==> src/hw/fm_types_pkg.sv <==
//~~~~~~~~~~~~~~~~~~~~~~~~~~~~~~~~~~~~~~~~~~~~~~~~~~~~~~~~~~~~~~~~~~~~~~~~~~
// fm datapath types
// widths for phase, envelope and sample values of the operator engine
//~~~~~~~~~~~~~~~~~~~~~~~~~~~~~~~~~~~~~~~~~~~~~~~~~~~~~~~~~~~~~~~~~~~~~~~~~~
`default_nettype none

package fm_types_pkg;

    localparam int PHASE_ACC_W = 19;                   // accumulator width
    localparam int PHASE_IDX_W = 10;                   // waveform index width
    localparam int ENV_W       = 9;                    // attenuation width
    localparam int SAMPLE_W    = 13;                   // signed operator sample

    localparam int SLOT_CYCLES = 2;                    // slot_en then slot_done

    typedef logic [PHASE_ACC_W-1:0] phase_acc_t;       // top 10 bits index the table
    typedef logic [PHASE_IDX_W-1:0] phase_idx_t;
    typedef logic [ENV_W-1:0]       env_t;             // 0 full level, 511 silent
    typedef logic signed [SAMPLE_W-1:0] sample_t;

endpackage

`default_nettype wire

==> src/hw/fm_reg_pkg.sv <==
//~~~~~~~~~~~~~~~~~~~~~~~~~~~~~~~~~~~~~~~~~~~~~~~~~~~~~~~~~~~~~~~~~~~~~~~~~~
// fm register fields
// per-slot register field types, waveform select and envelope states
//~~~~~~~~~~~~~~~~~~~~~~~~~~~~~~~~~~~~~~~~~~~~~~~~~~~~~~~~~~~~~~~~~~~~~~~~~~
`default_nettype none

package fm_reg_pkg;

    typedef logic [9:0] fnum_t;                        // frequency number
    typedef logic [2:0] block_t;                       // octave
    typedef logic [3:0] mult_t;                        // frequency multiplier code
    typedef logic [3:0] rate_t;                        // ar, dr, sl, rr
    typedef logic [5:0] tl_t;                          // total level, 0.75 dB steps
    typedef logic [2:0] fb_t;                          // feedback depth

    typedef enum logic [1:0] {
        WAVE_SINE      = 2'd0,
        WAVE_HALF_SINE = 2'd1,                         // negative half muted
        WAVE_ABS_SINE  = 2'd2                          // rectified
    } wave_e;

    typedef enum logic [1:0] {
        ENV_ATTACK  = 2'd0,
        ENV_DECAY   = 2'd1,
        ENV_SUSTAIN = 2'd2,
        ENV_RELEASE = 2'd3
    } env_state_e;

endpackage

`default_nettype wire

==> src/hw/slot_sequencer.sv <==
//~~~~~~~~~~~~~~~~~~~~~~~~~~~~~~~~~~~~~~~~~~~~~~~~~~~~~~~~~~~~~~~~~~~~~~~~~~
// slot sequencer
// walks all operator slots once per sample strobe, two cycles per slot
//~~~~~~~~~~~~~~~~~~~~~~~~~~~~~~~~~~~~~~~~~~~~~~~~~~~~~~~~~~~~~~~~~~~~~~~~~~
`timescale 1ns/10ps
`default_nettype none

module slot_sequencer #(
    parameter int NUM_SLOTS = 4,
    localparam int SLOT_W = $clog2(NUM_SLOTS)
) (
    input  wire               clk,
    input  wire               rst_n,
    input  wire               sample_en,           // frame strobe
    output logic [SLOT_W-1:0] slot,                // host decodes fields from this
    output logic              slot_en,             // first cycle of a slot
    output logic              slot_done,           // last cycle of a slot
    output logic              busy,
    output logic              out_valid
);
    import fm_types_pkg::*;

    localparam int POS_W = $clog2(SLOT_CYCLES);

    typedef enum logic {
        SEQ_IDLE,
        SEQ_RUN
    } seq_state_e;

    seq_state_e       state;
    logic [POS_W-1:0] pos;                          // position of the coming cycle

    always_ff @(posedge clk or negedge rst_n) begin
        if (!rst_n) begin
            state     <= SEQ_IDLE;
            pos       <= '0;
            slot      <= '0;
            slot_en   <= 1'b0;
            slot_done <= 1'b0;
            busy      <= 1'b0;
            out_valid <= 1'b0;
        end else begin
            out_valid <= slot_done;                 // sample registered one cycle ago
            case (state)
                SEQ_IDLE: begin
                    slot_en   <= 1'b0;
                    slot_done <= 1'b0;
                    if (sample_en) begin            // strobe while busy never reaches here
                        state <= SEQ_RUN;
                        busy  <= 1'b1;
                        slot  <= '0;
                        pos   <= '0;
                    end
                end
                SEQ_RUN: begin
                    if (slot_done && slot == SLOT_W'(NUM_SLOTS - 1)) begin
                        state     <= SEQ_IDLE;      // busy drops with last out_valid
                        busy      <= 1'b0;
                        slot      <= '0;
                        slot_en   <= 1'b0;
                        slot_done <= 1'b0;
                    end else begin
                        if (slot_done)
                            slot <= slot + 1'b1;    // next slot starts now
                        slot_en   <= (pos == '0);
                        slot_done <= (pos == POS_W'(SLOT_CYCLES - 1));
                        pos       <= (pos == POS_W'(SLOT_CYCLES - 1)) ? '0 : pos + 1'b1;
                    end
                end
                default: state <= SEQ_IDLE;
            endcase
        end
    end

endmodule

`default_nettype wire

==> src/hw/key_event_detect.sv <==
//~~~~~~~~~~~~~~~~~~~~~~~~~~~~~~~~~~~~~~~~~~~~~~~~~~~~~~~~~~~~~~~~~~~~~~~~~~
// key event detect
// per-slot key level memory giving key-on and key-off pulses
//~~~~~~~~~~~~~~~~~~~~~~~~~~~~~~~~~~~~~~~~~~~~~~~~~~~~~~~~~~~~~~~~~~~~~~~~~~
`timescale 1ns/10ps
`default_nettype none

module key_event_detect #(
    parameter int NUM_SLOTS = 4,
    localparam int SLOT_W = $clog2(NUM_SLOTS)
) (
    input  wire               clk,
    input  wire               rst_n,
    input  wire  [SLOT_W-1:0] slot,
    input  wire               slot_en,
    input  wire               key_on,              // current slot key level
    output logic              key_on_pulse,
    output logic              key_off_pulse
);

    logic [NUM_SLOTS-1:0] last_level;               // level seen last frame
    logic                 prev;

    always_comb begin
        prev          = last_level[slot];
        key_on_pulse  = slot_en &&  key_on && !prev; // rising level
        key_off_pulse = slot_en && !key_on &&  prev; // falling level
    end

    always_ff @(posedge clk or negedge rst_n) begin
        if (!rst_n)
            last_level <= '0;                       // all keys start released
        else if (slot_en)
            last_level[slot] <= key_on;
    end

endmodule

`default_nettype wire

==> src/hw/phase_unit.sv <==
//~~~~~~~~~~~~~~~~~~~~~~~~~~~~~~~~~~~~~~~~~~~~~~~~~~~~~~~~~~~~~~~~~~~~~~~~~~
// phase unit
// per-slot phase increment, phase accumulators and phase modulation
//~~~~~~~~~~~~~~~~~~~~~~~~~~~~~~~~~~~~~~~~~~~~~~~~~~~~~~~~~~~~~~~~~~~~~~~~~~
`timescale 1ns/10ps
`default_nettype none

module phase_unit #(
    parameter int NUM_SLOTS = 4,
    localparam int SLOT_W = $clog2(NUM_SLOTS)
) (
    input  wire                      clk,
    input  wire                      rst_n,
    input  wire         [SLOT_W-1:0] slot,
    input  wire                      slot_en,
    input  wire                      key_on_pulse,
    input  wire fm_reg_pkg::fnum_t   fnum,
    input  wire fm_reg_pkg::block_t  block,
    input  wire fm_reg_pkg::mult_t   mult,
    input  wire fm_types_pkg::sample_t fb_mod,       // from feedback history
    input  wire fm_types_pkg::sample_t modulation,   // from modulator operator
    input  wire                      use_feedback,
    output fm_types_pkg::phase_idx_t phase_idx
);
    import fm_types_pkg::*;

    // OPL multiplier values, doubled so that code 0 gives one half
    localparam logic [4:0] MULT_X2 [16] = '{
        5'd1,  5'd2,  5'd4,  5'd6,  5'd8,  5'd10, 5'd12, 5'd14,
        5'd16, 5'd18, 5'd20, 5'd20, 5'd24, 5'd24, 5'd30, 5'd30
    };

    phase_acc_t  acc [NUM_SLOTS];                   // one accumulator per slot
    phase_acc_t  acc_cur;
    phase_acc_t  phase_inc;
    logic [22:0] inc_full;                          // block shift times mult x2
    sample_t     mod_sel;

    always_comb begin
        inc_full  = (23'(fnum) << block) * MULT_X2[mult];
        phase_inc = phase_acc_t'(inc_full >> 2);    // halve, undo the x2
    end

    always_comb begin
        acc_cur   = acc[slot];
        mod_sel   = use_feedback ? fb_mod : modulation;
        phase_idx = acc_cur[PHASE_ACC_W-1 -: PHASE_IDX_W] + phase_idx_t'(mod_sel); // wraps
    end

    always_ff @(posedge clk or negedge rst_n) begin
        if (!rst_n) begin
            for (int i = 0; i < NUM_SLOTS; i++)
                acc[i] <= '0;
        end else if (slot_en) begin
            if (key_on_pulse)
                acc[slot] <= '0;                    // restart phase on key-on
            else
                acc[slot] <= acc_cur + phase_inc;
        end
    end

endmodule

`default_nettype wire

==> src/hw/envelope_unit.sv <==
//~~~~~~~~~~~~~~~~~~~~~~~~~~~~~~~~~~~~~~~~~~~~~~~~~~~~~~~~~~~~~~~~~~~~~~~~~~
// envelope unit
// simplified per-slot adsr attenuation counter plus total level
//~~~~~~~~~~~~~~~~~~~~~~~~~~~~~~~~~~~~~~~~~~~~~~~~~~~~~~~~~~~~~~~~~~~~~~~~~~
`timescale 1ns/10ps
`default_nettype none

module envelope_unit #(
    parameter int NUM_SLOTS = 4,
    localparam int SLOT_W = $clog2(NUM_SLOTS)
) (
    input  wire                     clk,
    input  wire                     rst_n,
    input  wire        [SLOT_W-1:0] slot,
    input  wire                     slot_en,
    input  wire                     key_on_pulse,
    input  wire                     key_off_pulse,
    input  wire fm_reg_pkg::rate_t  ar,
    input  wire fm_reg_pkg::rate_t  dr,
    input  wire fm_reg_pkg::rate_t  sl,            // sustain level, 32 per step
    input  wire fm_reg_pkg::rate_t  rr,
    input  wire fm_reg_pkg::tl_t    tl,
    output fm_types_pkg::env_t      env
);
    import fm_types_pkg::*;
    import fm_reg_pkg::*;

    env_state_e state [NUM_SLOTS];
    env_t       att   [NUM_SLOTS];                  // 0 loud, 511 silent
    env_state_e st_cur;
    env_state_e st_nxt;
    env_t       att_cur;
    env_t       att_nxt;
    env_t       sus_lvl;
    logic [9:0] rise_dec;                           // one spare bit for overflow
    logic [9:0] rise_rel;
    logic [9:0] lvl;

    always_comb begin
        st_cur   = state[slot];
        att_cur  = att[slot];
        sus_lvl  = {sl, 5'b0};
        rise_dec = {1'b0, att_cur} + 10'(dr);
        rise_rel = {1'b0, att_cur} + 10'(rr);
        st_nxt   = st_cur;
        att_nxt  = att_cur;
        if (key_on_pulse) begin
            st_nxt = ENV_ATTACK;                    // level kept, climbs from here
        end else if (key_off_pulse) begin
            st_nxt = ENV_RELEASE;
        end else begin
            case (st_cur)
                ENV_ATTACK: begin
                    if (ar == 4'hf || att_cur <= env_t'(ar)) begin
                        att_nxt = '0;               // instant or final step
                        st_nxt  = ENV_DECAY;
                    end else begin
                        att_nxt = att_cur - env_t'(ar);
                    end
                end
                ENV_DECAY: begin
                    if (rise_dec >= {1'b0, sus_lvl}) begin
                        att_nxt = sus_lvl;
                        st_nxt  = ENV_SUSTAIN;
                    end else begin
                        att_nxt = rise_dec[8:0];
                    end
                end
                ENV_SUSTAIN: att_nxt = att_cur;     // hold until key-off
                default: att_nxt = rise_rel[9] ? 9'd511 : rise_rel[8:0]; // release
            endcase
        end
    end

    always_ff @(posedge clk or negedge rst_n) begin
        if (!rst_n) begin
            for (int i = 0; i < NUM_SLOTS; i++) begin
                state[i] <= ENV_RELEASE;            // every slot starts silent
                att[i]   <= 9'd511;
            end
        end else if (slot_en) begin
            state[slot] <= st_nxt;
            att[slot]   <= att_nxt;
        end
    end

    always_comb begin
        lvl = {1'b0, att_cur} + {2'b0, tl, 2'b00}; // tl times 4
        env = lvl[9] ? 9'd511 : lvl[8:0];           // saturate
    end

endmodule

`default_nettype wire

==> src/hw/wave_output.sv <==
//~~~~~~~~~~~~~~~~~~~~~~~~~~~~~~~~~~~~~~~~~~~~~~~~~~~~~~~~~~~~~~~~~~~~~~~~~~
// wave output
// quarter-sine lookup, waveform shaping and envelope scaling to a sample
//~~~~~~~~~~~~~~~~~~~~~~~~~~~~~~~~~~~~~~~~~~~~~~~~~~~~~~~~~~~~~~~~~~~~~~~~~~
`timescale 1ns/10ps
`default_nettype none

module wave_output (
    input  wire                         clk,
    input  wire                         rst_n,
    input  wire                         slot_done,   // register the sample here
    input  wire fm_types_pkg::phase_idx_t phase_idx,
    input  wire fm_types_pkg::env_t     env,
    input  wire fm_reg_pkg::wave_e      wave,
    output fm_types_pkg::sample_t       out
);
    import fm_types_pkg::*;
    import fm_reg_pkg::*;

    typedef logic [11:0] quarter_tab_t [256];

    function automatic quarter_tab_t build_quarter_sine();
        quarter_tab_t tab;
        real          ang;
        for (int i = 0; i < 256; i++) begin
            ang    = (real'(i) + 0.5) * 3.14159265358979 / 512.0; // mid-step angle
            tab[i] = 12'($rtoi(4095.0 * $sin(ang) + 0.5));
        end
        return tab;
    endfunction

    localparam quarter_tab_t SINE_TAB = build_quarter_sine();

    logic [7:0]  tab_pos;
    logic [11:0] mag;
    logic        neg;
    env_t        gain;
    logic [20:0] prod;
    logic [11:0] scaled;

    always_comb begin
        tab_pos = phase_idx[8] ? ~phase_idx[7:0] : phase_idx[7:0]; // mirror 2nd quarter
        mag     = SINE_TAB[tab_pos];
        neg     = phase_idx[9];                     // second half of the cycle
        case (wave)
            WAVE_HALF_SINE: begin
                if (phase_idx[9])
                    mag = '0;
                neg = 1'b0;
            end
            WAVE_ABS_SINE: neg = 1'b0;
            default: ;                              // plain sine
        endcase
        gain   = ~env;                              // 511 - env
        prod   = mag * gain;
        scaled = prod[20:9];                        // divide by 512
    end

    always_ff @(posedge clk or negedge rst_n) begin
        if (!rst_n)
            out <= '0;
        else if (slot_done)
            out <= neg ? -sample_t'({1'b0, scaled}) : sample_t'({1'b0, scaled});
    end

endmodule

`default_nettype wire

==> src/hw/feedback_store.sv <==
//~~~~~~~~~~~~~~~~~~~~~~~~~~~~~~~~~~~~~~~~~~~~~~~~~~~~~~~~~~~~~~~~~~~~~~~~~~
// feedback store
// two-sample output history per slot and the scaled feedback term
//~~~~~~~~~~~~~~~~~~~~~~~~~~~~~~~~~~~~~~~~~~~~~~~~~~~~~~~~~~~~~~~~~~~~~~~~~~
`timescale 1ns/10ps
`default_nettype none

module feedback_store #(
    parameter int NUM_SLOTS = 4,
    localparam int SLOT_W = $clog2(NUM_SLOTS)
) (
    input  wire                        clk,
    input  wire                        rst_n,
    input  wire           [SLOT_W-1:0] slot,
    input  wire                        slot_done,
    input  wire fm_types_pkg::sample_t out,         // freshly registered sample
    input  wire fm_reg_pkg::fb_t       fb,
    output fm_types_pkg::sample_t      fb_mod
);
    import fm_types_pkg::*;

    sample_t            hist0 [NUM_SLOTS];          // newest sample
    sample_t            hist1 [NUM_SLOTS];          // the one before
    logic [SLOT_W-1:0]  prev_slot;                  // slot whose sample is in out
    logic               latch;                      // out_valid cycle
    logic signed [13:0] fb_sum;
    logic signed [20:0] fb_wide;

    always_ff @(posedge clk or negedge rst_n) begin
        if (!rst_n) begin
            prev_slot <= '0;
            latch     <= 1'b0;
            for (int i = 0; i < NUM_SLOTS; i++) begin
                hist0[i] <= '0;
                hist1[i] <= '0;
            end
        end else begin
            latch <= slot_done;
            if (slot_done)
                prev_slot <= slot;                  // slot moves on next edge
            if (latch) begin
                hist0[prev_slot] <= out;
                hist1[prev_slot] <= hist0[prev_slot];
            end
        end
    end

    always_comb begin
        fb_sum  = hist0[slot] + hist1[slot];
        fb_wide = fb_sum <<< fb;
        fb_mod  = (fb == '0) ? '0 : sample_t'(fb_wide >>> 9);
    end

endmodule

`default_nettype wire

==> src/hw/fm_operator_top.sv <==
//~~~~~~~~~~~~~~~~~~~~~~~~~~~~~~~~~~~~~~~~~~~~~~~~~~~~~~~~~~~~~~~~~~~~~~~~~~
// fm operator engine top
// one shared operator datapath serving all slots under the sequencer
//~~~~~~~~~~~~~~~~~~~~~~~~~~~~~~~~~~~~~~~~~~~~~~~~~~~~~~~~~~~~~~~~~~~~~~~~~~
`timescale 1ns/10ps
`default_nettype none

module fm_operator_top #(
    parameter int NUM_SLOTS = 4,
    localparam int SLOT_W = $clog2(NUM_SLOTS)
) (
    input  wire                        clk,
    input  wire                        rst_n,
    input  wire                        sample_en,
    input  wire                        key_on,
    input  wire fm_reg_pkg::fnum_t     fnum,
    input  wire fm_reg_pkg::block_t    block,
    input  wire fm_reg_pkg::mult_t     mult,
    input  wire fm_reg_pkg::wave_e     wave,
    input  wire fm_reg_pkg::rate_t     ar,
    input  wire fm_reg_pkg::rate_t     dr,
    input  wire fm_reg_pkg::rate_t     sl,
    input  wire fm_reg_pkg::rate_t     rr,
    input  wire fm_reg_pkg::tl_t       tl,
    input  wire fm_reg_pkg::fb_t       fb,
    input  wire                        use_feedback,
    input  wire fm_types_pkg::sample_t modulation,
    output logic          [SLOT_W-1:0] slot,
    output logic                       busy,
    output fm_types_pkg::sample_t      out,
    output logic                       out_valid
);
    import fm_types_pkg::*;

    logic       slot_en;
    logic       slot_done;
    logic       key_on_pulse;
    logic       key_off_pulse;
    sample_t    fb_mod;
    phase_idx_t phase_idx;
    env_t       env;

    slot_sequencer #(.NUM_SLOTS(NUM_SLOTS)) u_seq (
        .clk(clk), .rst_n(rst_n), .sample_en(sample_en), .slot(slot),
        .slot_en(slot_en), .slot_done(slot_done), .busy(busy), .out_valid(out_valid)
    );

    key_event_detect #(.NUM_SLOTS(NUM_SLOTS)) u_key (
        .clk(clk), .rst_n(rst_n), .slot(slot), .slot_en(slot_en), .key_on(key_on),
        .key_on_pulse(key_on_pulse), .key_off_pulse(key_off_pulse)
    );

    phase_unit #(.NUM_SLOTS(NUM_SLOTS)) u_phase (
        .clk(clk), .rst_n(rst_n), .slot(slot), .slot_en(slot_en),
        .key_on_pulse(key_on_pulse), .fnum(fnum), .block(block), .mult(mult),
        .fb_mod(fb_mod), .modulation(modulation), .use_feedback(use_feedback),
        .phase_idx(phase_idx)
    );

    envelope_unit #(.NUM_SLOTS(NUM_SLOTS)) u_env (
        .clk(clk), .rst_n(rst_n), .slot(slot), .slot_en(slot_en),
        .key_on_pulse(key_on_pulse), .key_off_pulse(key_off_pulse),
        .ar(ar), .dr(dr), .sl(sl), .rr(rr), .tl(tl), .env(env)
    );

    wave_output u_wave (
        .clk(clk), .rst_n(rst_n), .slot_done(slot_done), .phase_idx(phase_idx),
        .env(env), .wave(wave), .out(out)
    );

    feedback_store #(.NUM_SLOTS(NUM_SLOTS)) u_fb (
        .clk(clk), .rst_n(rst_n), .slot(slot), .slot_done(slot_done), .out(out),
        .fb(fb), .fb_mod(fb_mod)
    );

endmodule

`default_nettype wire

==> config.mk <==
export PLATFORM = sky130hd
export DESIGN_NAME = fm_operator_top
export DESIGN_NICKNAME = d
export VERILOG_FILES = /design/src/hw/fm_types_pkg.sv /design/src/hw/fm_reg_pkg.sv /design/src/hw/slot_sequencer.sv /design/src/hw/key_event_detect.sv /design/src/hw/phase_unit.sv /design/src/hw/envelope_unit.sv /design/src/hw/wave_output.sv /design/src/hw/feedback_store.sv /design/src/hw/fm_operator_top.sv
export SDC_FILE = /design/constraint.sdc
export NUM_CORES = 1
export LEC_CHECK = 0
export BUFFER_PORTS_ARGS = -buffer_cell sky130_fd_sc_hd__buf_2
export CORE_ASPECT_RATIO = 0.7
export CORE_UTILIZATION = 60
export DETAILED_ROUTE_END_ITERATION = 8
export PLACE_DENSITY = 0.77
export SETUP_SLACK_MARGIN = 0.1
export SYNTH_ARGS = -nofsm -noshare
export SYNTH_HDL_FRONTEND = slang
export SYNTH_SLANG_ARGS = --single-unit
export TNS_END_PERCENT = 50
==> constraint.sdc <==
create_clock -name clk -period 17.7 [get_ports clk]
set_clock_uncertainty 0.1 [all_clocks]
set_input_delay 1.77 -clock clk [delete_from_list [all_inputs] [get_ports clk]]
set_output_delay 1.77 -clock clk [all_outputs]
set_load 0.01 [all_outputs]
==> impl_metrics.ini, run 1 <==
[run_status]
outcome = finished clean

[synthesis]
synth-edff-count = 0
ys_ff_latch = 251
synth_flop_cell = dfrtp_1
ys_types = 105
ys_warn_count = 0
netlist_area_sq_um = 26000
syn_inst = 2977
avgSynthCellArea_sq_um = 8.734
yosysTopAreaCellShare = 0.1992
synth_largest_area_cell = dfrtp_1
syn_nets = 3302
yosysSeqAreaShare = 0.2437
async_flop_share = 1.000
synth_area_leaders = dfrtp_1 20%, fa_1 9.2%, ha_1 6.9%

[job]
drv_cap = 0

[clock_tree]
root_buffer = clkbuf_16
cts_tree = done
post_cts_buffers = 0
post_cts_resized = 0
cts_buffers = 26
ctsLongestPathBuffers = 3
numClockSinks = 251
cts-hold-fix-buffers = 0
cts-htree-levels = 1
clkLatencyLatePin_ps = 580
cts.reportedPaths.clkPinSlew_ps = 70

[placed_design]
dpl.hpwl_mm = 60.51
place_congestion = 1.069
io_buffer_count = 75

[detailed_routing]
firstDrtPassIters = 8
drt_wl_total_mm = 84.52
drc_errors = 0
vias = 24144
wl_per_cell_um = 24.07
antenna_left = 0
viasPerCell = 6.875
first_iter_violations = 3189

[floorplanning]
die_area_sq_um = 44180
start_util = 0.6108
ioPinCount = 79
row_count = 63
die_w_um = 250.8
fp.coreArea_sq_um = 42570
die_height_um = 176.2

[hold_path]
min-delay-start = u_seq.pos
whs_path_depth = 1
hold_path_class = register to register
hold_end = u_seq.slot_en

[sta]
finalHoldViolCount = 0
setup_viol = 0
setup-tns-final_ps = 0
worstMarginPinSlew_ps = 1324
final-max-slew-violation-count = 0
rsz0062_at_grt = no
period_share = 0.8959
fmax_mhz = 63.06
fin_crit_ps = 15860
slew_headroom = 0.1059

[global_route]
first_global_vias = 23654
grt_antenna_before_repair = 3
grt_max_degree = 111
overflow = 0
track_usage = 0.3835
grt_pass1_wl_mm = 133.3

[critical_path]
crit_fanout = 39
required_ps = 18040
worstRegToRegCells = 52
worstSetupPathType = register to register
r2r-end = u_wave.out[9]
crit_slowest_cell = dfrtp_4
max_stage_delay_ps = 870
r2r-start = u_seq.slot[0]
crit_path_end_kind = register
arrival_ps = 16200
startpoint_type = register
r2r_slack_ps = 1840

[final_layout]
n_fill_cell = 3460
drive_gt1_frac = 0.1703
areaGrowthSynthToFinish_pct = 6.545
nNetsFinal = 3264
==> cells in the final DEF, fill, tap and decap left out, drive strengths merged, types with 13 or more instances in the layout <==
master and count:
nand2 342, nor2 225, inv 216, dfrtp 207
a21oi 203, mux2 158, o21ai 156, ha 143
buf 136, fa 120, nor3 79, xnor2 74
o31ai 68, nand3 57, mux4 54, dfstp 44
and2 42, o22ai 35, a211oi 35, mux2i 33
clkbuf 33, xor2 30, a21o 29, nor2b 26
o211ai 24, nand4 22, o221ai 22, a31oi 22
nor4 21, nand2b 20, o21a 20, and3 19
o311ai 18, a221oi 17, o21bai 14, or3 13
==> critical path: cells and delay by family (launching register included) <==
| kind | cells | cell delay, ps |
|---|---|---|
| fa+ha+maj | 9 | 4030 |
| compound gates | 17 | 4610 |
| buf+inv | 6 | 1320 |
| xor+xnor | 3 | 460 |
| mux | 5 | 1690 |
| simple gates | 12 | 2560 |
| flops | 1 | 870 |
==> logic make-up (layout without fill, tap and decap cells) <==
logic type,after synthesis,count (layout),share of synthesized area
xor gates and xnor gates,104,104,0.03561
and+or+nand+nor,894,894,0.1583
muxes,245,245,0.1287
adders and majority gates,264,264,0.1616
other,1,2,0.0001442
DFF,251,251,0.2437
AOI/OAI and AO/OA,803,803,0.2094
buffers and inverters,415,397,0.06251
==> cell type report <==
cell class	count	area, sq um	share of cell area
inverter	213	799.5	0.02886
clock inverter	15	172.7	0.006233
antenna	1	2.502	0.00009033
clock buffer	33	738.2	0.02665
tap	552	690.7	0.02493
timing repair buffer	136	843.3	0.03044
multi-input combinational	2311	18110	0.6539
sequential	251	6341	0.2289
==> routing by layer <==
metal | vias up | track usage | part of all wire
li1 | 10676 | - | -
met1 | 11762 | 0.5349 | 0.42
met2 | 1434 | 0.5670 | 0.42
met3 | 270 | 0.1308 | 0.13
met4 | 2 | 0.1063 | 0.033
met5 | - | 0 | 0.00015
==> Yosys cell counts (31+ instances only) <==
| cell | count |
|---|---|
| mux2_2 | 157 |
| and2_1 | 39 |
| dfstp_2 | 44 |
| mux4_2 | 54 |
| mux2i_1 | 31 |
| a211oi_1 | 32 |
| nor3_1 | 75 |
| o22ai_1 | 35 |
| o31ai_1 | 68 |
| fa_1 | 120 |
| ha_1 | 143 |
| nand2_1 | 338 |
| dfrtp_1 | 207 |
| nor2_1 | 223 |
| nand3_1 | 54 |
| a21oi_1 | 198 |
| o21ai_0 | 138 |
| clkbuf_1 | 149 |
| xnor2_1 | 72 |
| inv_1 | 211 |
==> how the worst max path moves through the flow <==
stage	start	endpoint	slack, ps
after floorplan	u_seq.slot[0]	u_wave.out[9]	2670
after global placement	u_seq.slot[0]	u_wave.out[9]	2660
after detailed placement	u_seq.slot[0]	u_wave.out[11]	2340
after CTS	u_seq.slot[0]	u_wave.out[11]	2240
after global routing	u_seq.slot[0]	u_wave.out[11]	1120
final	u_seq.slot[0]	u_wave.out[9]	1840
==> sequential cells by signal (all words and copies together), names as in the netlist, 2 cells and up <==
signal,cells
u_fb.prev_slot,2
u_seq.slot,2
u_wave.out,13
u_phase.acc,76
u_fb.hist1,52
u_fb.hist0,52
u_key.last_level,4
u_env.state,8
u_env.att,36
==> through the flow <==
stage	hold slack, ps	area [sq um]	setup slack [ps]	util	std cells
finish	369.9	27700	1842	0.6508	3512
global route	381.3	27700	1115	0.6507	3511
CTS	368.6	27700	2242	0.6507	3511
detailed placement	359.8	26790	2336	0.6293	3463
global placement	351.1	26790	2658	0.6293	3463
floorplan	251.9	26000	2671	-	2977
Power of run 1 is not shown: default switching activity piles up to over one toggle a cycle in this logic, so the estimate is an artifact.
==> run 2, diff against run 1 <==
--- a/config.mk
+++ b/config.mk
@@ -7,9 +7,9 @@
 export LEC_CHECK = 0
 export BUFFER_PORTS_ARGS = -buffer_cell sky130_fd_sc_hd__buf_2
 export CORE_ASPECT_RATIO = 0.7
-export CORE_UTILIZATION = 60
+export CORE_UTILIZATION = 59
 export DETAILED_ROUTE_END_ITERATION = 8
-export PLACE_DENSITY = 0.77
+export PLACE_DENSITY = 0.79
 export SETUP_SLACK_MARGIN = 0.1
 export SYNTH_ARGS = -nofsm -noshare
 export SYNTH_HDL_FRONTEND = slang
==> constraint.sdc (replaced) <==
create_clock -name clk -period 13.33 [get_ports clk]
set_clock_uncertainty 0.1 [all_clocks]
set_input_delay 1.333 -clock clk [delete_from_list [all_inputs] [get_ports clk]]
set_output_delay 1.333 -clock clk [all_outputs]
set_load 0.01 [all_outputs]
==> impl_metrics.ini, run 2 (synthesis gave the netlist of run 1 again) <==
[hold_path]
hold_path_class = register to register
min-delay-start = u_seq.pos

[sta]
rsz0062_at_grt = no
finalHoldViolCount = 0
slew_headroom = 0.08605
timing.final.ws_setup_ps = 585.7
fmax_mhz = 78.47
setup_viol = 0
final-max-slew-violation-count = 0
period_share = 0.9561
fin_crit_ps = 12740
worstMarginPinSlew_ps = 1364

[global_route]
track_usage = 0.4179
grt_use_met2 = 0.6162
grt_pass1_wl_mm = 144.2
overflow = 0
use_met3 = 0.1232
use_met1 = 0.5941
first_global_vias = 24514
grt_max_degree = 91
grt_antenna_before_repair = 2
busiest_layer = met2

[critical_path]
crit_path_frequent_cell = ha_1
crit_slowest_cell = a2111oi_1
r2r_slack_ps = 590
crit_path_end_kind = register
crit_fanout = 11
r2r-start = u_seq.slot[0]
arrival_ps = 13080
required_ps = 13660
worstSetupPathType = register to register
max_stage_delay_ps = 550
startpoint_type = register
startpoint = u_seq.slot[0]

[final_layout]
layout_commonest_cell = nand2_1
final_cell_mix = 333 x nand2_1, 221 x buf_4, 215 x nor2_1, 210 x inv_1, 205 x dfrtp_1
reg.largest.list = u_phase.acc x76, u_fb.hist0 x52, u_fb.hist1 x52
finalCoreUtilization = 0.6840
nNetsFinal = 3431
largest_reg_flops = 76
drive_gt1_frac = 0.2288
areaGrowthSynthToFinish_pct = 12.81
largest_register = u_phase.acc
n_fill_cell = 3363

[detailed_routing]
first_iter_violations = 3343
firstDrtPassIters = 8
drt_wl_total_mm = 93.59
drc_errors = 0
antenna_left = 0
wl_per_cell_um = 25.21
vias = 25301
viasPerCell = 6.814

[clock_tree]
cts_buffers = 25
cts_tree = done
cts-htree-levels = 1
numClockSinks = 251
ctsLongestPathBuffers = 3
root_buffer = clkbuf_16
cts.reportedPaths.clkPinSlew_ps = 60
clkLatencyLatePin_ps = 560
cts-hold-fix-buffers = 0

[floorplanning]
die_w_um = 252.9
start_util = 0.6063
die_area_sq_um = 44920
ioPinCount = 79
fp.coreArea_sq_um = 42880
row_count = 63
die_height_um = 177.6

[placed_design]
dp_slack_ps = -52.48
io_buffer_count = 75
dpl.hpwl_mm = 69.22
place_congestion = 1.098

[job]
drv_cap = 0

[run_status]
outcome = finished clean
-- run 2: through the flow --
stage	TNS [ps]	hold slack (ps)	cell area, sq um	instances
finish	0	369.2	29330	3713
floorplan	0	251.9	26070	2977
CTS	0	363.6	29050	3706
global route	0	388.5	29330	3711
detailed placement	-130.9	353.2	28140	3658
global placement	0	348.4	28140	3658
-- run 2: final timing paths --
kind | endpoint | depth (start not counted)
hold reg to reg | u_seq.slot_en | 1
min in group asynchronous | u_fb.hist0[20] | 1
setup / recovery | u_wave.out[8] | 56
hold / removal | u_seq.slot_en | 1
setup reg to reg | u_wave.out[8] | 56
max in group asynchronous | u_key.last_level[3] | 2
-- run 2: final cells by class --
| class | count | area, sq um | area share |
|---|---|---|---|
| antenna | 3 | 7.507 | 0.0002560 |
| clock buffer | 39 | 769.5 | 0.02623 |
| clock inverter | 7 | 91.34 | 0.003114 |
| inverter | 213 | 799.5 | 0.02726 |
| multi-input combinational | 2311 | 18400 | 0.6273 |
| sequential | 251 | 6344 | 0.2163 |
| tap | 585 | 732.0 | 0.02496 |
| timing repair buffer | 304 | 2187 | 0.07457 |
-- run 2: worst max-delay path, delay by kind of cell (launching register included) --
kind	cells	cell delay [ps]
adders and majority gates	10	3320
buffers and inverters	7	1050
muxes	3	1010
DFF	1	440
and+or+nand+nor	18	2560
xor gates and xnor gates	3	630
AOI/OAI and AO/OA	15	3420
-- run 2: timing repair --
item                                    CTS  global route
pin swaps                                 0            11
resized for setup                         3            65
buffers inserted                          2             4
endpoints found under the setup margin    7            12
cloned                                    0             0
-- run 2: per-layer routing --
layer / up-vias / wire length (um)
met4: 0 / 3070
met1: 12462 / 39480
li1: 11023 / -
met3: 253 / 11380
met5: - / 0
met2: 1563 / 39670
Power of run 2 is left out for the same reason.
